--- config.mk ---
export PLATFORM = sky130hd
export DESIGN_NAME = cptra_soc_top
export DESIGN_NICKNAME = d
export VERILOG_FILES = /design/src/verilog/soc_pkg.sv /design/src/verilog/reg_bus_if.sv /design/src/verilog/soc_apb_bridge.sv /design/src/verilog/soc_ifc_regs.sv /design/src/verilog/boot_fsm.sv /design/src/verilog/mbox_ctrl.sv /design/src/verilog/cptra_soc_top.sv
export VERILOG_INCLUDE_DIRS = /design/src /design/src/include
export SDC_FILE = /design/constraint.sdc
export NUM_CORES = 1
export LEC_CHECK = 0
export ABC_AREA = 0
export BUFFER_PORTS_ARGS = -buffer_cell sky130_fd_sc_hd__buf_4
export CORE_UTILIZATION = 25
export DETAILED_ROUTE_END_ITERATION = 10
export GPL_ROUTABILITY_DRIVEN = 1
export SETUP_SLACK_MARGIN = 0.15
export SYNTH_ARGS = -nofsm -noshare
export SYNTH_HDL_FRONTEND = slang
export SYNTH_SLANG_ARGS = --single-unit
--- constraint.sdc ---
create_clock -name clk -period 6.04 [get_ports clk]
set_input_delay 1.208 -clock clk [delete_from_list [all_inputs] [get_ports clk]]
set_output_delay 1.208 -clock clk [all_outputs]
set_load 0.005 [all_outputs]
--- src/include/soc_settings.svh ---
`ifndef SOC_SETTINGS_SVH
`define SOC_SETTINGS_SVH

// ---------------------------------------------------------------------------
// APB port
// ---------------------------------------------------------------------------
`define SOC_APB_ADDR_W   12     // Byte address, bit 8 picks the block
`define SOC_APB_DATA_W   32     // Also the register and SRAM word width

// ---------------------------------------------------------------------------
// Mailbox storage
// ---------------------------------------------------------------------------
`define SOC_MBOX_DEPTH   64     // Words
`define SOC_MBOX_ADDR_W  6      // Word address into the SRAM

// Generic wires toward the SoC
`define SOC_GENERIC_W    32

`endif

--- src/verilog/soc_pkg.sv ---
`default_nettype none

package soc_pkg;

    // Register opcodes carried on the internal bus
    // Bit 7 holds the block select, bits 6:0 the byte offset inside the block
    typedef enum logic [7:0] {
        FUSE_DONE   = 8'h00,
        BOOT_STATUS = 8'h04,
        GENERIC_IN  = 8'h08,
        GENERIC_OUT = 8'h0C,
        LOCK        = 8'h80,    // Mailbox block from here on
        CMD         = 8'h84,
        DLEN        = 8'h88,
        DATAIN      = 8'h8C,
        DATAOUT     = 8'h90,
        EXECUTE     = 8'h94,
        STATUS      = 8'h98
    } reg_addr_e;

    typedef enum logic [1:0] {
        MBOX_IDLE = 2'd0,
        MBOX_CMD  = 2'd1,       // Lock held, sender filling the message
        MBOX_EXEC = 2'd2        // Message handed over, data-out draining
    } mbox_state_e;

    typedef enum logic [1:0] {
        BOOT_FUSE = 2'd0,
        BOOT_FW   = 2'd1,
        BOOT_RT   = 2'd2
    } boot_state_e;

endpackage

`default_nettype wire

--- src/verilog/reg_bus_if.sv ---
`timescale 1ns/1ps
`default_nettype none

`include "soc_settings.svh"

// One register access from the APB bridge to a register block
interface reg_bus_if;
    import soc_pkg::*;

    logic                       req;    // Held until ready
    logic                       write;
    reg_addr_e                  addr;
    logic [`SOC_APB_DATA_W-1:0] wdata;
    logic [`SOC_APB_DATA_W-1:0] rdata;  // Valid with ready
    logic                       ready;
    logic                       err;    // Valid with ready

    modport initiator (
        output req, write, addr, wdata,
        input  rdata, ready, err
    );

    modport target (
        input  req, write, addr, wdata,
        output rdata, ready, err
    );

endinterface

`default_nettype wire

--- src/verilog/soc_apb_bridge.sv ---
`timescale 1ns/1ps
`default_nettype none

`include "soc_settings.svh"

module soc_apb_bridge (
    input  logic                       clk,
    input  logic                       rst_i,

    input  logic [`SOC_APB_ADDR_W-1:0] paddr_i,
    input  logic                       psel_i,
    input  logic                       penable_i,
    input  logic                       pwrite_i,
    input  logic [`SOC_APB_DATA_W-1:0] pwdata_i,
    output logic                       pready_o,
    output logic [`SOC_APB_DATA_W-1:0] prdata_o,
    output logic                       pslverr_o,

    reg_bus_if.initiator               ifc_bus,
    reg_bus_if.initiator               mbox_bus
);
    import soc_pkg::*;

    logic       setup_ph;
    logic       access_ph;
    logic [7:0] op_d;
    logic       hit_d;
    logic       hit_q;          // Decode result captured in setup
    logic       blk_q;          // 1 = mailbox
    reg_addr_e  op_q;

    // Offsets that exist in the selected block
    function automatic logic is_mapped(input logic [7:0] op);
        case (op)
            FUSE_DONE, BOOT_STATUS, GENERIC_IN, GENERIC_OUT: return 1'b1;
            LOCK, CMD, DLEN, DATAIN, DATAOUT, EXECUTE, STATUS: return 1'b1;
            default: return 1'b0;
        endcase
    endfunction

    assign setup_ph  = psel_i & ~penable_i;
    assign access_ph = psel_i & penable_i;

    // Block bit folded on top of the 7-bit offset
    assign op_d  = {paddr_i[8], paddr_i[6:0]};
    assign hit_d = (paddr_i[`SOC_APB_ADDR_W-1:9] == '0) && !paddr_i[7] && is_mapped(op_d);

    // ------------------------------------------------------------------------
    // Address decode, registered during the setup phase
    // ------------------------------------------------------------------------
    always_ff @(posedge clk) begin
        if (rst_i) begin
            hit_q <= 1'b0;
        end else if (setup_ph) begin
            hit_q <= hit_d;
        end
    end

    always_ff @(posedge clk) begin
        if (setup_ph) begin
            blk_q <= paddr_i[8];
            op_q  <= reg_addr_e'(op_d);
        end
    end

    // Request held for the whole access phase, APB keeps it stable
    assign ifc_bus.req    = access_ph & hit_q & ~blk_q;
    assign ifc_bus.write  = pwrite_i;
    assign ifc_bus.addr   = op_q;
    assign ifc_bus.wdata  = pwdata_i;

    assign mbox_bus.req   = access_ph & hit_q & blk_q;
    assign mbox_bus.write = pwrite_i;
    assign mbox_bus.addr  = op_q;
    assign mbox_bus.wdata = pwdata_i;

    // ------------------------------------------------------------------------
    // Response back to the APB master
    // ------------------------------------------------------------------------
    always_comb begin
        pready_o  = 1'b0;
        pslverr_o = 1'b0;
        prdata_o  = '0;
        if (access_ph) begin
            if (!hit_q) begin
                pready_o  = 1'b1;   // Unmapped, answered here
                pslverr_o = 1'b1;
            end else if (blk_q) begin
                pready_o  = mbox_bus.ready;
                pslverr_o = mbox_bus.ready & mbox_bus.err;
                if (mbox_bus.ready && !pwrite_i) prdata_o = mbox_bus.rdata;
            end else begin
                pready_o  = ifc_bus.ready;
                pslverr_o = ifc_bus.ready & ifc_bus.err;
                if (ifc_bus.ready && !pwrite_i) prdata_o = ifc_bus.rdata;
            end
        end
    end

    // Read data from either target must be clean when it is handed out
    prdata_known_a: assert property (@(posedge clk) disable iff (rst_i)
        (pready_o && !pwrite_i) |-> !$isunknown(prdata_o))
        else $error("prdata_o unknown on a completed APB read");

endmodule

`default_nettype wire

--- src/verilog/soc_ifc_regs.sv ---
`timescale 1ns/1ps
`default_nettype none

`include "soc_settings.svh"

module soc_ifc_regs (
    input  logic                     clk,
    input  logic                     rst_i,
    reg_bus_if.target                bus,
    input  soc_pkg::boot_state_e     boot_state_i,
    output logic                     fuse_done_o,
    input  logic [`SOC_GENERIC_W-1:0] generic_input_wires_i,
    output logic [`SOC_GENERIC_W-1:0] generic_output_wires_o
);
    import soc_pkg::*;

    logic                      wr_acc;
    logic [`SOC_GENERIC_W-1:0] gen_out_q;
    logic                      fuse_done_q;

    assign wr_acc = bus.req & bus.write;

    // Every access finishes in the cycle it arrives
    assign bus.ready = bus.req;
    assign bus.err   = 1'b0;

    always_comb begin
        case (bus.addr)
            BOOT_STATUS: bus.rdata = `SOC_APB_DATA_W'(boot_state_i);
            GENERIC_IN:  bus.rdata = `SOC_APB_DATA_W'(generic_input_wires_i);
            GENERIC_OUT: bus.rdata = `SOC_APB_DATA_W'(gen_out_q);
            default:     bus.rdata = '0;    // FUSE_DONE is write-only
        endcase
    end

    always_ff @(posedge clk) begin
        if (rst_i) begin
            gen_out_q   <= '0;
            fuse_done_q <= 1'b0;
        end else begin
            fuse_done_q <= wr_acc && (bus.addr == FUSE_DONE) && bus.wdata[0];
            if (wr_acc && (bus.addr == GENERIC_OUT)) begin
                gen_out_q <= bus.wdata[`SOC_GENERIC_W-1:0];
            end
        end
    end

    assign fuse_done_o            = fuse_done_q;    // One cycle, bus req is one cycle
    assign generic_output_wires_o = gen_out_q;

endmodule

`default_nettype wire

--- src/verilog/boot_fsm.sv ---
`timescale 1ns/1ps
`default_nettype none

module boot_fsm (
    input  logic                 clk,
    input  logic                 rst_i,
    input  logic                 fuse_done_i,
    input  logic                 flow_done_i,
    output soc_pkg::boot_state_e boot_state_o,
    output logic                 ready_for_fuses_o,
    output logic                 ready_for_fw_push_o,
    output logic                 ready_for_runtime_o
);
    import soc_pkg::*;

    boot_state_e state_q;
    boot_state_e state_d;

    always_comb begin
        state_d = state_q;
        case (state_q)
            BOOT_FUSE: if (fuse_done_i) state_d = BOOT_FW;
            BOOT_FW:   if (flow_done_i) state_d = BOOT_RT;  // First mailbox flow
            default:   state_d = state_q;                   // Runtime is final
        endcase
    end

    always_ff @(posedge clk) begin
        if (rst_i) begin
            state_q <= BOOT_FUSE;
        end else begin
            state_q <= state_d;
        end
    end

    assign boot_state_o        = state_q;
    assign ready_for_fuses_o   = (state_q == BOOT_FUSE);
    assign ready_for_fw_push_o = (state_q == BOOT_FW);
    assign ready_for_runtime_o = (state_q == BOOT_RT);

    ready_onehot_a: assert property (@(posedge clk) disable iff (rst_i)
        $onehot0({ready_for_fuses_o, ready_for_fw_push_o, ready_for_runtime_o}))
        else $error("More than one boot ready output high");

endmodule

`default_nettype wire

--- src/verilog/mbox_ctrl.sv ---
`timescale 1ns/1ps
`default_nettype none

`include "soc_settings.svh"

module mbox_ctrl (
    input  logic                        clk,
    input  logic                        rst_i,
    reg_bus_if.target                   bus,

    output logic                        mbox_sram_cs_o,
    output logic                        mbox_sram_we_o,
    output logic [`SOC_MBOX_ADDR_W-1:0] mbox_sram_addr_o,
    output logic [`SOC_APB_DATA_W-1:0]  mbox_sram_wdata_o,
    input  logic [`SOC_APB_DATA_W-1:0]  mbox_sram_rdata_i,

    output logic                        mailbox_data_avail_o,
    output logic                        flow_done_o
);
    import soc_pkg::*;

    mbox_state_e                 state_q;
    logic [`SOC_MBOX_ADDR_W:0]   wr_ptr_q;      // One extra bit to reach DEPTH
    logic [`SOC_MBOX_ADDR_W-1:0] rd_ptr_q;
    logic [`SOC_APB_DATA_W-1:0]  cmd_q;
    logic [`SOC_APB_DATA_W-1:0]  dlen_q;
    logic                        avail_q;
    logic                        flow_done_q;
    logic                        rd_pend_q;     // DATAOUT wait state taken

    logic wr_acc, rd_acc;
    logic in_cmd, in_exec;
    logic wr_full;
    logic lock_grab;
    logic cmd_wr, dlen_wr;
    logic datain_ok;
    logic exec_go, exec_done;
    logic dout_rd, dout_issue;

    // ------------------------------------------------------------------------
    // Access decode
    // ------------------------------------------------------------------------
    assign wr_acc  = bus.req & bus.write;
    assign rd_acc  = bus.req & ~bus.write;
    assign in_cmd  = (state_q == MBOX_CMD);
    assign in_exec = (state_q == MBOX_EXEC);
    assign wr_full = (wr_ptr_q == (`SOC_MBOX_ADDR_W+1)'(`SOC_MBOX_DEPTH));

    assign lock_grab  = rd_acc && (bus.addr == LOCK) && (state_q == MBOX_IDLE);
    assign cmd_wr     = wr_acc && (bus.addr == CMD) && in_cmd;
    assign dlen_wr    = wr_acc && (bus.addr == DLEN) && in_cmd;
    assign datain_ok  = wr_acc && (bus.addr == DATAIN) && in_cmd && !wr_full;
    assign exec_go    = wr_acc && (bus.addr == EXECUTE) && in_cmd && bus.wdata[0];
    assign exec_done  = wr_acc && (bus.addr == EXECUTE) && in_exec && !bus.wdata[0];
    assign dout_rd    = rd_acc && (bus.addr == DATAOUT);
    assign dout_issue = dout_rd && in_exec && !rd_pend_q;

    // Every DATAOUT read takes one wait state, the SRAM word is back in the second
    assign bus.ready = bus.req & ~(dout_rd & ~rd_pend_q);

    always_comb begin
        case (bus.addr)
            CMD, DLEN: bus.err = bus.write & ~in_cmd;
            DATAIN:    bus.err = bus.write & (~in_cmd | wr_full);
            EXECUTE:   bus.err = bus.write & ~(exec_go | exec_done);
            DATAOUT:   bus.err = ~bus.write & ~in_exec;
            default:   bus.err = 1'b0;  // Read-only regs ignore writes
        endcase
    end

    always_comb begin
        case (bus.addr)
            LOCK:    bus.rdata = `SOC_APB_DATA_W'(state_q != MBOX_IDLE);
            CMD:     bus.rdata = cmd_q;
            DLEN:    bus.rdata = dlen_q;
            DATAOUT: bus.rdata = in_exec ? mbox_sram_rdata_i : '0;
            EXECUTE: bus.rdata = `SOC_APB_DATA_W'(in_exec);
            STATUS:  bus.rdata = `SOC_APB_DATA_W'(state_q);
            default: bus.rdata = '0;
        endcase
    end

    // ------------------------------------------------------------------------
    // SRAM port, write pointer for DATAIN, read pointer for DATAOUT
    // ------------------------------------------------------------------------
    assign mbox_sram_cs_o    = datain_ok | dout_issue;
    assign mbox_sram_we_o    = datain_ok;
    assign mbox_sram_addr_o  = datain_ok ? wr_ptr_q[`SOC_MBOX_ADDR_W-1:0] : rd_ptr_q;
    assign mbox_sram_wdata_o = bus.wdata;

    always_ff @(posedge clk) begin
        if (rst_i) begin
            state_q     <= MBOX_IDLE;
            wr_ptr_q    <= '0;
            rd_ptr_q    <= '0;
            cmd_q       <= '0;
            dlen_q      <= '0;
            avail_q     <= 1'b0;
            flow_done_q <= 1'b0;
            rd_pend_q   <= 1'b0;
        end else begin
            flow_done_q <= 1'b0;
            rd_pend_q   <= dout_rd & ~rd_pend_q;
            if (lock_grab) state_q <= MBOX_CMD;
            if (cmd_wr) cmd_q <= bus.wdata;
            if (dlen_wr) dlen_q <= bus.wdata;
            if (datain_ok) wr_ptr_q <= wr_ptr_q + 1'b1;
            if (dout_issue) rd_ptr_q <= rd_ptr_q + 1'b1;
            if (exec_go) begin
                state_q  <= MBOX_EXEC;
                avail_q  <= 1'b1;
                rd_ptr_q <= '0;
            end
            if (exec_done) begin
                // Release, ready for the next sender
                state_q     <= MBOX_IDLE;
                wr_ptr_q    <= '0;
                rd_ptr_q    <= '0;
                avail_q     <= 1'b0;
                flow_done_q <= 1'b1;
            end
        end
    end

    assign mailbox_data_avail_o = avail_q;
    assign flow_done_o          = flow_done_q;

    sram_wr_in_cmd_a: assert property (@(posedge clk) disable iff (rst_i)
        (mbox_sram_cs_o && mbox_sram_we_o) |-> (state_q == MBOX_CMD))
        else $error("Mailbox SRAM written outside MBOX_CMD");

endmodule

`default_nettype wire

--- src/verilog/cptra_soc_top.sv ---
`timescale 1ns/1ps
`default_nettype none

`include "soc_settings.svh"

module cptra_soc_top (
    input  logic                        clk,
    input  logic                        rst_i,

    // APB slave
    input  logic [`SOC_APB_ADDR_W-1:0]  paddr_i,
    input  logic                        psel_i,
    input  logic                        penable_i,
    input  logic                        pwrite_i,
    input  logic [`SOC_APB_DATA_W-1:0]  pwdata_i,
    output logic                        pready_o,
    output logic [`SOC_APB_DATA_W-1:0]  prdata_o,
    output logic                        pslverr_o,

    // Mailbox SRAM
    output logic                        mbox_sram_cs_o,
    output logic                        mbox_sram_we_o,
    output logic [`SOC_MBOX_ADDR_W-1:0] mbox_sram_addr_o,
    output logic [`SOC_APB_DATA_W-1:0]  mbox_sram_wdata_o,
    input  logic [`SOC_APB_DATA_W-1:0]  mbox_sram_rdata_i,

    output logic                        ready_for_fuses_o,
    output logic                        ready_for_fw_push_o,
    output logic                        ready_for_runtime_o,
    output logic                        mailbox_data_avail_o,
    output logic                        mailbox_flow_done_o,

    input  logic [`SOC_GENERIC_W-1:0]   generic_input_wires_i,
    output logic [`SOC_GENERIC_W-1:0]   generic_output_wires_o
);
    import soc_pkg::*;

    logic        fuse_done;
    logic        flow_done;
    boot_state_e boot_state;

    reg_bus_if ifc_bus ();
    reg_bus_if mbox_bus ();

    soc_apb_bridge u_bridge (
        .clk       (clk),
        .rst_i     (rst_i),
        .paddr_i   (paddr_i),
        .psel_i    (psel_i),
        .penable_i (penable_i),
        .pwrite_i  (pwrite_i),
        .pwdata_i  (pwdata_i),
        .pready_o  (pready_o),
        .prdata_o  (prdata_o),
        .pslverr_o (pslverr_o),
        .ifc_bus   (ifc_bus),
        .mbox_bus  (mbox_bus)
    );

    soc_ifc_regs u_ifc_regs (
        .clk                    (clk),
        .rst_i                  (rst_i),
        .bus                    (ifc_bus),
        .boot_state_i           (boot_state),
        .fuse_done_o            (fuse_done),
        .generic_input_wires_i  (generic_input_wires_i),
        .generic_output_wires_o (generic_output_wires_o)
    );

    boot_fsm u_boot_fsm (
        .clk                 (clk),
        .rst_i               (rst_i),
        .fuse_done_i         (fuse_done),
        .flow_done_i         (flow_done),
        .boot_state_o        (boot_state),
        .ready_for_fuses_o   (ready_for_fuses_o),
        .ready_for_fw_push_o (ready_for_fw_push_o),
        .ready_for_runtime_o (ready_for_runtime_o)
    );

    mbox_ctrl u_mbox (
        .clk                  (clk),
        .rst_i                (rst_i),
        .bus                  (mbox_bus),
        .mbox_sram_cs_o       (mbox_sram_cs_o),
        .mbox_sram_we_o       (mbox_sram_we_o),
        .mbox_sram_addr_o     (mbox_sram_addr_o),
        .mbox_sram_wdata_o    (mbox_sram_wdata_o),
        .mbox_sram_rdata_i    (mbox_sram_rdata_i),
        .mailbox_data_avail_o (mailbox_data_avail_o),
        .flow_done_o          (flow_done)
    );

    assign mailbox_flow_done_o = flow_done;     // Same pulse that ends BOOT_FW

endmodule

`default_nettype wire

==> results of run 1 <==
stage by stage:
step | power, W | util, %
finish | 0.00203 | 34.0
global route | 0.00211 | 34.0
CTS | 0.00206 | 34.0
detailed placement | 0.00100 | 31.7
global placement | 0.00100 | 31.7
floorplan | 0.000918 | -
final timing paths:
path,from,to,slack (ps),depth (start not counted)
worst max-delay path,u_bridge.blk_q,mbox_sram_addr_o[2],1380,6
worst min-delay path,u_mbox.cmd_q[26],u_mbox.cmd_q[26],450,2
worst max register to register,u_bridge.blk_q,u_mbox.cmd_q[11],2600,5
worst min register to register,u_mbox.cmd_q[26],u_mbox.cmd_q[26],450,2
per-layer routing:
layer | track usage [%] | part of all wire (%)
met4 | 4.30 | 0.85
met3 | 3.52 | 5.5
met5 | 0 | 0
met2 | 30.0 | 50
met1 | 22.4 | 44
critical path, delay by kind of cell, from the launching register on:
| family | cells | cell delay, ps |
|---|---|---|
| AND/OR/NAND/NOR | 3 | 1220 |
| buffers and inverters | 2 | 530 |
| flip-flops | 1 | 860 |
| multiplexers | 1 | 390 |
sequential cells by signal, indices dropped and copies added, names as in the netlist, 2 cells and up:
signal / count
u_mbox.wr_ptr_q: 7
u_mbox.state_q: 2
u_mbox.cmd_q: 32
u_mbox.rd_ptr_q: 6
u_boot_fsm.boot_state_o: 2
u_mbox.dlen_q: 32
u_ifc_regs.generic_output_wires_o: 32
u_bridge.ifc_bus.addr: 7
cell usage in the layout (no fill, tap or decap), types with 3 or more instances in the layout:
master	netlist	final
xor2_1	10	10
nor2_1	26	26
a22oi_1	62	62
nand3_1	9	9
nand4_1	3	3
nand2_1	212	209
o21ai_1	9	9
nor2b_1	6	5
clkinvlp_4	0	3
buf_4	35	230
and4_1	5	4
inv_1	4	4
nand2_2	0	3
o21ai_0	56	56
and2_2	0	5
ha_1	3	3
nor4b_2	3	3
nor3_1	5	5
dfxtp_1	118	118
inv_6	0	6
and3_1	38	38
o21a_1	30	30
edfxtp_1	8	8
mux2_2	8	8
a21oi_1	103	103
nor3b_1	3	3
nor4_1	6	5
clkbuf_16	0	17
synth_stat cells, drive strengths merged, types with 3 or more instances:
cell / number / share of area, %
nor3: 5 / 0.38
a22oi: 62 / 7.0
a21oi: 103 / 7.8
nand2: 212 / 12
mux2: 8 / 1.4
nor2b: 6 / 0.57
buf: 61 / 5.9
inv: 4 / 0.23
nor3b: 3 / 0.34
or4: 3 / 0.40
nor4b: 4 / 0.81
edfxtp: 8 / 3.6
o21a: 30 / 3.4
o21ai: 65 / 4.9
and4: 5 / 0.66
nand3: 9 / 0.68
ha: 3 / 0.57
and2: 7 / 0.66
nor4: 7 / 0.89
xor2: 10 / 1.3
nand4: 4 / 0.47
nor2: 26 / 1.5
dfxtp: 118 / 36
and3: 38 / 3.6
clkbuf: 46 / 2.6
power by group through the flow:
| stage | sequential (W) | combinational, W | clock (W) |
|---|---|---|---|
| after global routing | 0.000854 | 0.000141 | 0.00111 |
| after global placement | 0.000872 | 0.000129 | 0 |
| after detailed placement | 0.000872 | 0.000130 | 0 |
| final | 0.000854 | 0.000129 | 0.00105 |
| after CTS | 0.000854 | 0.000131 | 0.00107 |
| after floorplan | 0.000864 | 0.0000540 | 0 |
kinds of logic after synthesis:
| family | after synthesis |
|---|---|
| xor gates and xnor gates | 11 |
| buffers and inverters | 111 |
| and+or+nand+nor | 334 |
| DFF | 126 |
| adders and majority gates | 3 |
| AOI/OAI and AO/OA | 274 |
| muxes | 10 |
area by class of cell:
type	instances	share of cell area [%]
sequential	126	29.4
clock buffer	18	4.96
inverter	4	0.170
multi-input combinational	632	39.3
timing repair buffer	231	19.7
clock inverter	14	1.74
tap	335	4.73
==> metrics.md, run 1 <==
| Metric | Value |
|---|---|
| Global-route wire length before repair | `36100 um` |
| Total Routed Length | `23900 um` |
| CTS tree | `built` |
| Final Setup Violations | `0` |
| Crit path DAT | `3450 ps` |
| Nets | `1128` |
| Post-synthesis adder-cell area fraction | `0.566%` |
| Area share of and/or/nand/nor cells after synthesis | `23.5%` |
| Max-cap violation count | `0` |
| Mux contribution to synthesized area | `1.66%` |
| Worst setup EP type | `output port` |
| Min Hold Slack | `454 ps` |
| Worst-margin pin slew | `1110 ps` |
| Pint | `0.00154 W` |
| Logic pwr share | `6.4%` |
| Leak | `3.39 nW` |
| Cell Rows | `59` |
| Max Clock Skew | `11.3 ps` |
| RSZ-0062 raised after global routing | `false` |
| Ys async rst share | `0%` |
| Cts bufs inserted | `17` |
| Design area | `8860 um^2` |
| Core footprint | `26100 um^2` |
| Initial Utilization | `25.5%` |
| Die Span Y | `165 um` |
| Status | `complete, no violations` |
| Placed cell count | `1328` |
| Slew Limit Fails | `0` |
| Part of the power in registers | `42.1%` |
| # IOs | `224` |
| Worst vdd rail ir drop | `0.169 mV` |
| CTS resizes | `0` |
| Netlist cell types | `51` |
| WL/cell | `17.6 um` |
| CP max-delay cell | `edfxtp_1` |
| Cells along the critical path | `buf_4 > and4_1 > and3_1 > and2_1 > mux2_2 > buf_4` |
| Vias per inst | `4.95` |
| Global route overflow | `0` |
| Minimum clock period | `4660 ps` |
| Mapped Cells | `869` |
| Worst setup margin | `1380 ps` |
| H-tree depth | `4` |
| ANT nets after route | `0` |
| Area delta synth->final | `33.5%` |
| N_diodes | `0` |
| Initial drt markers | `475` |
| Post-Synth XOR/XNOR Area | `1.45%` |
| Multi-input gate area | `3480 um^2` |
| Non-filler instance count after layout | `1360` |
| Critical path's most frequent cell | `buf_4` |
| Pwr per Cell Area | `229 nW/um^2` |
| Vias in the first global route | `6283` |
| Slew HR | `26.0%` |
| Final hold vios | `0` |
| Port Buffers | `223` |
| Drt pass-1 iters | `5` |
| Seq/Total Area, Yosys | `39.2%` |
| Synth Area in Compound Gates | `24.9%` |
| Post-Syn Area | `6630 um^2` |
| Die Area | `27200 um^2` |
| Worst-path maximum fanout | `21` |
| # clock sinks | `126` |
| Ys flop type | `dfxtp_1` |
| Drt drc | `0` |
| Clk_lat worst skew | `410 ps` |
| Routed via count | `6735` |
| Synth Warn # | `0` |
| Placer Congestion | `0.847` |
| P_sw | `0.000490 W` |
| Startpoint Class | `register` |
| Largest net degree at the start of global routing | `99` |
| Sw Share | `24.1%` |
| Syn Area/Cell | `7.63 um^2` |
| GRT Util Overall | `17.5%` |
| Syn Nets | `985` |
| Tcrit/Tclk final | `77.1%` |
| Hold_buf cts | `0` |
| Root buf cell | `clkbuf_16` |
| FF+latch area | `2600 um^2` |
| Number of setup buffers added after CTS | `0` |
| DP Area | `8260 um^2` |
| Crit path largest cell delay | `860 ps` |
| Die span in x | `165 um` |
| Clock-pin slew on the worst setup and hold paths | `60 ps` |
| Hold Path Class | `register to register` |
| Worst slack, placed | `1620 ps` |
| Main combinational cell family by area after synthesis | `compound AO/OA/AOI/OAI gates` |
| Post-synth EDFFs | `8` |
| #FFs+latches synth | `126` |
| Filler Cell Count | `2756` |
| Setup tns final | `0 ps` |
| Clock Power Share | `51.5%` |
| Layout cells sized above 1 | `28.2%` |
| Initial antenna violation count | `1` |
| Critical Path RT | `4830 ps` |
| WS Path Type | `register to output port` |
| Clock buffer depth | `2` |
| Detailed Place HPWL | `15500 um` |
| Achievable Freq | `215 MHz` |
No activity file was read; power rests on OpenSTA's default activity.
==> inputs of run 2 (changes only) <==
--- a/config.mk
+++ b/config.mk
@@ -6,7 +6,7 @@
 export SDC_FILE = /design/constraint.sdc
 export NUM_CORES = 1
 export LEC_CHECK = 0
-export ABC_AREA = 0
+export ABC_AREA = 1
 export BUFFER_PORTS_ARGS = -buffer_cell sky130_fd_sc_hd__buf_4
 export CORE_UTILIZATION = 25
 export DETAILED_ROUTE_END_ITERATION = 10
==> constraint.sdc (replaced) <==
create_clock -name clk -period 4.6 [get_ports clk]
set_input_delay 0.92 -clock clk [delete_from_list [all_inputs] [get_ports clk]]
set_output_delay 0.92 -clock clk [all_outputs]
set_load 0.005 [all_outputs]
==> run 2 against run 1 <==
Clock skew grew 2.4 ps. Final area increased by 2.3%. Clock power rose by 17%. Combinational power rose by 47%. Setup slack worse by 670 ps. Via count rose by 5.6%. Register-to-register slack lost 980 ps. Worst hold slack gained 13 ps. Sequential cell count did not move. Synthesized area grew 2.3%. Synthesized cell count is 14% higher. Global-route usage fell by 0.35 points.
==> metrics.md, run 2 <==
| Metric | Value |
|---|---|
| Status | `complete, no violations (unchanged)` |
| RSZ-0062 raised after global routing | `false (unchanged)` |
| Final Setup Violations | `0 (unchanged)` |
| Hold_buf cts | `0 (unchanged)` |
| Critical Path RT | `3680 ps (was 4830 ps)` |
| Die span in x | `167 um (was 165 um)` |
| Drt pass-1 iters | `4 (was 5)` |
| Area contributors post-synth | `dfxtp_1 35%, nand2_1 14%, a21oi_1 8.2%, nor2_1 7.2%, a211oi_1 5.4% (was dfxtp_1 36%, nand2_1 12%, a21oi_1 7.8%, a22oi_1 7.0%, o21ai_0 4.2%)` |
| Minimum clock period | `3890 ps` |
| Slew Limit Fails | `0 (unchanged)` |
| Vias per inst | `4.72 (was 4.95)` |
| Tcrit/Tclk final | `84.6%` |
| Synth Warn # | `0 (unchanged)` |
| Clock-pin slew on the worst setup and hold paths | `60 ps (about the same)` |
| Routed via count | `7111 (was 6735)` |
| Cts bufs inserted | `17 (unchanged)` |
| Die Area | `27800 um^2 (was 27200 um^2)` |
| Initial Utilization | `25.7% (was 25.5%)` |
| Layout cells sized above 1 | `26.4% (was 28.2%)` |
| Vias in the first global route | `6662 (was 6283)` |
| Syn Nets | `1103 (was 985)` |
| CTS tree | `built (unchanged)` |
| Startpoint Class | `register (unchanged)` |
| Leading area contributor after synthesis | `dfxtp_1 (unchanged)` |
| Most frequent cells after synthesis | `245 x nand2_1, 131 x nor2_1, 118 x dfxtp_1 (was 212 x nand2_1, 118 x dfxtp_1, 103 x a21oi_1)` |
| Largest net degree at the start of global routing | `71 (was 99)` |
| Post-synth EDFFs | `8 (unchanged)` |
| Global route overflow | `0 (unchanged)` |
| Area delta synth->final | `33.5% (about the same)` |
| Hold Path Class | `register to register (unchanged)` |
| Detailed Place HPWL | `17500 um (was 15500 um)` |
| Achievable Freq | `257 MHz` |
| Pwr per Cell Area | `279 nW/um^2 (was 229 nW/um^2)` |
| Initial drt markers | `459 (was 475)` |
| Worst-margin pin slew | `932 ps (was 1110 ps)` |
| Seq/Total Area, Yosys | `38.4% (was 39.2%)` |
| Core footprint | `26400 um^2 (was 26100 um^2)` |
| #FFs+latches synth | `126 (unchanged)` |
| Final hold vios | `0 (unchanged)` |
| ANT nets after route | `0 (unchanged)` |
| Cell Rows | `59 (unchanged)` |
| # IOs | `224 (unchanged)` |
| Synth top area share | `34.8% (was 35.6%)` |
| Port Buffers | `223 (unchanged)` |
| N_diodes | `0 (unchanged)` |
| Placed cell count | `1474 (was 1328)` |
| Setup tns final | `0 ps (unchanged)` |
| Crit path DAT | `2970 ps (was 3450 ps)` |
| Count leader, synth | `nand2_1 (unchanged)` |
| Ys flop type | `dfxtp_1 (unchanged)` |
| Placer Congestion | `0.853 (was 0.847)` |
| Most frequent cells in the layout | `245 x nand2_1, 241 x buf_4, 130 x nor2_1 (was 230 x buf_4, 209 x nand2_1, 118 x dfxtp_1)` |
| CTS resizes | `0 (unchanged)` |
| # clock sinks | `126 (unchanged)` |
| Root buf cell | `clkbuf_16 (unchanged)` |
| Clock buffer depth | `2 (unchanged)` |
| Clk_lat worst skew | `420 ps (was 410 ps)` |
| Die Span Y | `167 um (was 165 um)` |
| Non-filler instance count after layout | `1505 (was 1360)` |
| Most common cell after layout, fill and taps aside | `nand2_1 (was buf_4)` |
| Max-cap violation count | `0 (unchanged)` |
| Mapped Cells | `987 (was 869)` |
| Netlist cell types | `32 (was 51)` |
| H-tree depth | `4 (unchanged)` |
| Worst vdd rail ir drop | `0.248 mV (was 0.169 mV)` |
| Drt drc | `0 (unchanged)` |
| Initial antenna violation count | `0 (was 1)` |
| WL/cell | `16.0 um (was 17.6 um)` |
| Post-Syn Area | `6790 um^2 (was 6630 um^2)` |
| Number of setup buffers added after CTS | `0 (unchanged)` |
| Filler Cell Count | `2789 (was 2756)` |
| Ys async rst share | `0% (unchanged)` |
| Total Routed Length | `24100 um (was 23900 um)` |
| Min Hold Slack | `466 ps (was 454 ps)` |
| Global-route wire length before repair | `37100 um (was 36100 um)` |
| Worst-path maximum fanout | `13 (was 21)` |
| GRT Util Overall | `17.2% (was 17.5%)` |
| Syn Area/Cell | `6.87 um^2 (was 7.63 um^2)` |
| Leak | `4.04 nW (was 3.39 nW)` |
| Final Util | `34.4% (was 34.0%)` |
| Nets | `1274 (was 1128)` |
| Max Clock Skew | `13.7 ps (was 11.3 ps)` |
| Worst setup EP type | `output port (unchanged)` |
| WS Path Type | `register to output port (unchanged)` |
| Slew HR | `37.9% (was 26.0%)` |
run 2: cell count changes in the layout (fill, tap and decap cells not counted), moves of 36 or more:
cell / change
nand2_1: +36
nor2_1: +104
a211oi_1: +48
and3_1: -38
inv_1: +71
nand3_1: +42
a22oi_1: -62
run 2: metrics by stage:
stage	total power, W	setup slack [ps]	cell area, um^2
floorplan	0.00121	1670	6790
global placement	0.00133	1100	8530
detailed placement	0.00133	1080	8530
CTS	0.00256	660	9060
global route	0.00263	511	9060
finish	0.00253	710	9060
run 2: kinds of logic (layout without fill, tap and decap cells):
kind of cell    count (synthesis)  after routing  synth area share, %
simple gates                  460            460                 28.3
compound gates                225            225                 20.2
buf+inv                       167            350                 11.8
flops                         126            126                 38.4
xor+xnor                        6              6                0.774
fa+ha+maj                       3              3                0.553
run 2: layer usage:
layer | wire length, um | vias up | GRT usage, %
met5 | 0 | - | 0
met3 | 1260 | 18 | 3.85
li1 | - | 3556 | -
met4 | 323 | 0 | 4.31
met1 | 10500 | 3306 | 21.1
met2 | 12000 | 231 | 30.1
run 2: area by class of cell:
cell class / instances / area (um^2) / share of cell area, %
multi-input cells: 694 / 3400 / 37.6
flip-flops and latches: 126 / 2600 / 28.7
well taps: 335 / 419 / 4.63
repair buffers: 241 / 1810 / 20.0
clock buffers: 18 / 439 / 4.85
inverters: 78 / 293 / 3.23
clock inverters: 13 / 90.1 / 0.995
run 2: power by group:
| part | internal [W] | total (W) | switching, W | leakage (nW) |
|---|---|---|---|---|
| combinational | 0.0000925 | 0.000189 | 0.0000962 | 2.75 |
| clock | 0.000701 | 0.00123 | 0.000529 | 0.263 |
| sequential | 0.00111 | 0.00111 | 0.00000509 | 1.02 |
run 2: worst max-delay path, cell delays in order, from the launching register on:
cell	delay (ps)
edfxtp_1	590
inv_2	330
nand3_2	240
nor3_4	520
buf_4	320
a21oi_1	100
a21oi_1	260
buf_4	170
run 2: final timing paths:
kind	from	end	slack (ps)	cells after the start
worst max-delay path	u_bridge.blk_q	prdata_o[0]	710	7
worst min-delay path	u_mbox.mailbox_data_avail_o	u_mbox.mailbox_data_avail_o	470	2
worst max register to register	u_bridge.blk_q	u_ifc_regs.generic_output_wires_o[26]	1620	8
worst min register to register	u_mbox.mailbox_data_avail_o	u_mbox.mailbox_data_avail_o	470	2
==> inputs of run 3 (changes only) <==
--- a/config.mk
+++ b/config.mk
@@ -6,7 +6,7 @@
 export SDC_FILE = /design/constraint.sdc
 export NUM_CORES = 1
 export LEC_CHECK = 0
-export ABC_AREA = 1
+export ABC_AREA = 0
 export BUFFER_PORTS_ARGS = -buffer_cell sky130_fd_sc_hd__buf_4
 export CORE_UTILIZATION = 25
 export DETAILED_ROUTE_END_ITERATION = 10
==> constraint.sdc (replaced) <==
create_clock -name clk -period 3.8 [get_ports clk]
set_input_delay 0.76 -clock clk [delete_from_list [all_inputs] [get_ports clk]]
set_output_delay 0.76 -clock clk [all_outputs]
set_load 0.005 [all_outputs]
==> run 3 against run 2 <==
Worst hold slack worse by 11 ps. Critical path depth unchanged. Clock power up 28%. Global-route usage up 0.55 points. First-iteration DRC count down 17%. Combinational power up 19%. Die area down 2.2%. Via count down 4.9%. Clock skew up 1.6 ps. Final area about the same. Sequential share of layout area about the same. Sequential power up 22%. Critical path type unchanged. Largest cell class unchanged.
==> metrics.md, run 3 (synthesized netlist as in run 1, its figures left out) <==
| Metric | Value |
|---|---|
| Slew HR | `45.7% (was 37.9%)` |
| Clock-pin slew on the worst setup and hold paths | `60 ps (about the same)` |
| # IOs | `224 (unchanged)` |
| Largest net degree at the start of global routing | `62 (was 71)` |
| Non-filler instance count after layout | `1381 (was 1505)` |
| Die Area | `27200 um^2 (was 27800 um^2)` |
| N_diodes | `0 (unchanged)` |
| Cell Rows | `59 (unchanged)` |
| GRT Util Overall | `17.7% (was 17.2%)` |
| R2r setup slk | `1070 ps (was 1620 ps)` |
| Clk_lat worst skew | `420 ps (about the same)` |
| Root buf cell | `clkbuf_16 (unchanged)` |
| Global-route wire length before repair | `36500 um (was 37100 um)` |
| Tcrit/Tclk final | `91.8%` |
| Worst-path maximum fanout | `29 (was 13)` |
| Final Setup Violations | `0 (unchanged)` |
| Worst vdd rail ir drop | `0.284 mV (was 0.248 mV)` |
| Crit path largest cell delay | `630 ps (was 590 ps)` |
| Hold depth | `2 (unchanged)` |
| Drt pass-1 iters | `5 (was 4)` |
| Achievable Freq | `287 MHz` |
| Routed via count | `6760 (was 7111)` |
| WS Path Type | `register to output port (unchanged)` |
| Most common cell after layout, fill and taps aside | `buf_4 (was nand2_1)` |
| Final hold vios | `0 (unchanged)` |
| FF+latch area | `2600 um^2 (unchanged)` |
| Area delta synth->final | `36.6% (was 33.5%)` |
| Vias in the first global route | `6468 (was 6662)` |
| Global route overflow | `0 (unchanged)` |
| Hold Path Class | `register to register (unchanged)` |
| H-tree depth | `4 (unchanged)` |
| Startpoint Class | `register (unchanged)` |
| Endpoint, Worst Hold | `u_mbox.dlen_q[17] (was u_mbox.mailbox_data_avail_o)` |
| Max-cap violation count | `0 (unchanged)` |
| Core footprint | `26100 um^2 (was 26400 um^2)` |
| Drt drc | `0 (unchanged)` |
| Placer Congestion | `0.831 (was 0.853)` |
| Status | `complete, no violations (unchanged)` |
| ANT nets after route | `0 (unchanged)` |
| RSZ-0062 raised after global routing | `false (unchanged)` |
| Initial Utilization | `25.5% (was 25.7%)` |
| Layout cells sized above 1 | `29.8% (was 26.4%)` |
| Placed cell count | `1346 (was 1474)` |
| Worst slack, placed | `414 ps (was 1080 ps)` |
| Clock buffer depth | `2 (unchanged)` |
| Setup tns final | `0 ps (unchanged)` |
| Worst setup EP type | `output port (unchanged)` |
| Critical Path RT | `3040 ps (was 3680 ps)` |
| Max Clock Skew | `15.3 ps (was 13.7 ps)` |
| Hold Path Origin | `u_mbox.dlen_q[17] (was u_mbox.mailbox_data_avail_o)` |
| Min Hold Slack | `455 ps (was 466 ps)` |
| Reg2reg start | `u_bridge.blk_q (unchanged)` |
| Port Buffers | `223 (unchanged)` |
| R2R Path End | `u_mbox.dlen_q[8] (was u_ifc_regs.generic_output_wires_o[26])` |
| Leak | `3.51 nW (was 4.04 nW)` |
| Worst-margin pin slew | `813 ps (was 932 ps)` |
| Reg2Reg Depth | `7 (was 8)` |
| Die span in x | `165 um (was 167 um)` |
| Pwr per Cell Area | `348 nW/um^2 (was 279 nW/um^2)` |
| Initial drt markers | `383 (was 459)` |
| Cts bufs inserted | `17 (unchanged)` |
| Nets | `1149 (was 1274)` |
| CP max-delay cell | `or4_4 (was edfxtp_1)` |
| # clock sinks | `126 (unchanged)` |
| Worst setup margin | `311 ps (was 710 ps)` |
| WL/cell | `17.3 um (was 16.0 um)` |
| Most frequent cells in the layout | `248 x buf_4, 209 x nand2_1, 118 x dfxtp_1 (was 245 x nand2_1, 241 x buf_4, 130 x nor2_1)` |
| Detailed Place HPWL | `16200 um (was 17500 um)` |
| Die Span Y | `165 um (was 167 um)` |
| Total Routed Length | `23900 um (was 24100 um)` |
| Multi-input gate area | `3510 um^2 (was 3400 um^2)` |
| Cells along the critical path | `or4_4 > nor4_4 > buf_12 > a22oi_1 > o21ai_0 > o21a_1 > buf_4 (was inv_2 > nand3_2 > nor3_4 > buf_4 > a21oi_1 > a21oi_1 > buf_4)` |
| Minimum clock period | `3490 ps` |
| Filler Cell Count | `2764 (was 2789)` |
| Crit path DAT | `2730 ps (was 2970 ps)` |
| Slew Limit Fails | `0 (unchanged)` |
| CTS tree | `built (unchanged)` |
| Vias per inst | `4.90 (was 4.72)` |
| Initial antenna violation count | `0 (unchanged)` |
[run 3: changes by cell type in the layout (fill, tap and decap cells not counted), moves of 36 or more]
cell / change
nor2_1: -104
inv_1: -71
a22oi_1: +62
a211oi_1: -48
nand3_1: -42
and3_1: +38
nand2_1: -36
[run 3: repair_timing]
action,4_1_cts,5_1_grt
setup endpoints to repair,28,24
hold buffers,0,0
setup buffers,2,1
gates resized for setup,4,3
hold endpoints to repair,0,0
[run 3: worst max-delay path by stage]
stage | start | endpoint | slack (ps) | cells after the start
2_1_floorplan | penable_i | prdata_o[10] | 1040 | 5
3_3_place_gp | pwrite_i | prdata_o[2] | 450 | 8
3_5_place_dp | pwrite_i | prdata_o[16] | 410 | 8
4_1_cts | u_bridge.ifc_bus.addr[1] | prdata_o[31] | 200 | 8
5_1_grt | u_bridge.ifc_bus.addr[0] | prdata_o[14] | 160 | 7
6_report | u_bridge.ifc_bus.addr[5] | prdata_o[17] | 310 | 7
[run 3: final cells by class]
cell class / instances / area share (%)
Timing Repair Buffer: 252 / 21.4
Multi-Input combinational cell: 632 / 38.8
Clock buffer: 20 / 5.04
Sequential cell: 126 / 28.7
Inverter: 4 / 0.166
Tap cell: 335 / 4.63
Clock inverter: 12 / 1.23
[run 3: per-layer routing]
metal | vias to the layer above | global-route usage [%] | share of wire, %
li1 | 3340 | - | -
met1 | 3207 | 23.0 | 46
met2 | 192 | 29.6 | 48
met3 | 21 | 3.49 | 4.5
met4 | 0 | 5.00 | 1.5
met5 | - | 0 | 0
[run 3: where the power goes]
part	switching [W]	total [W]	internal (W)
Clock	0.000642	0.00158	0.000939
Combinational	0.000106	0.000224	0.000118
Sequential	0.0000110	0.00135	0.00134
Total	0.000759	0.00316	0.00240
[run 3: critical path: cells and delay by family, from the launching register on]
family / cells / cell delay, ps
buffers and inverters: 2 / 380
AO/OA/AOI/OAI: 3 / 520
flip-flops: 1 / 480
AND/OR/NAND/NOR: 2 / 910
[run 3: metrics by stage]
stage          area (um^2)  util [%]  total power, W
6_report              9060      34.8         0.00316
5_1_grt               9060      34.8         0.00328
4_1_cts               9050      34.7         0.00320
3_5_place_dp          8440      32.4         0.00160
3_3_place_gp          8440      32.4         0.00160
2_1_floorplan         6630         -         0.00146
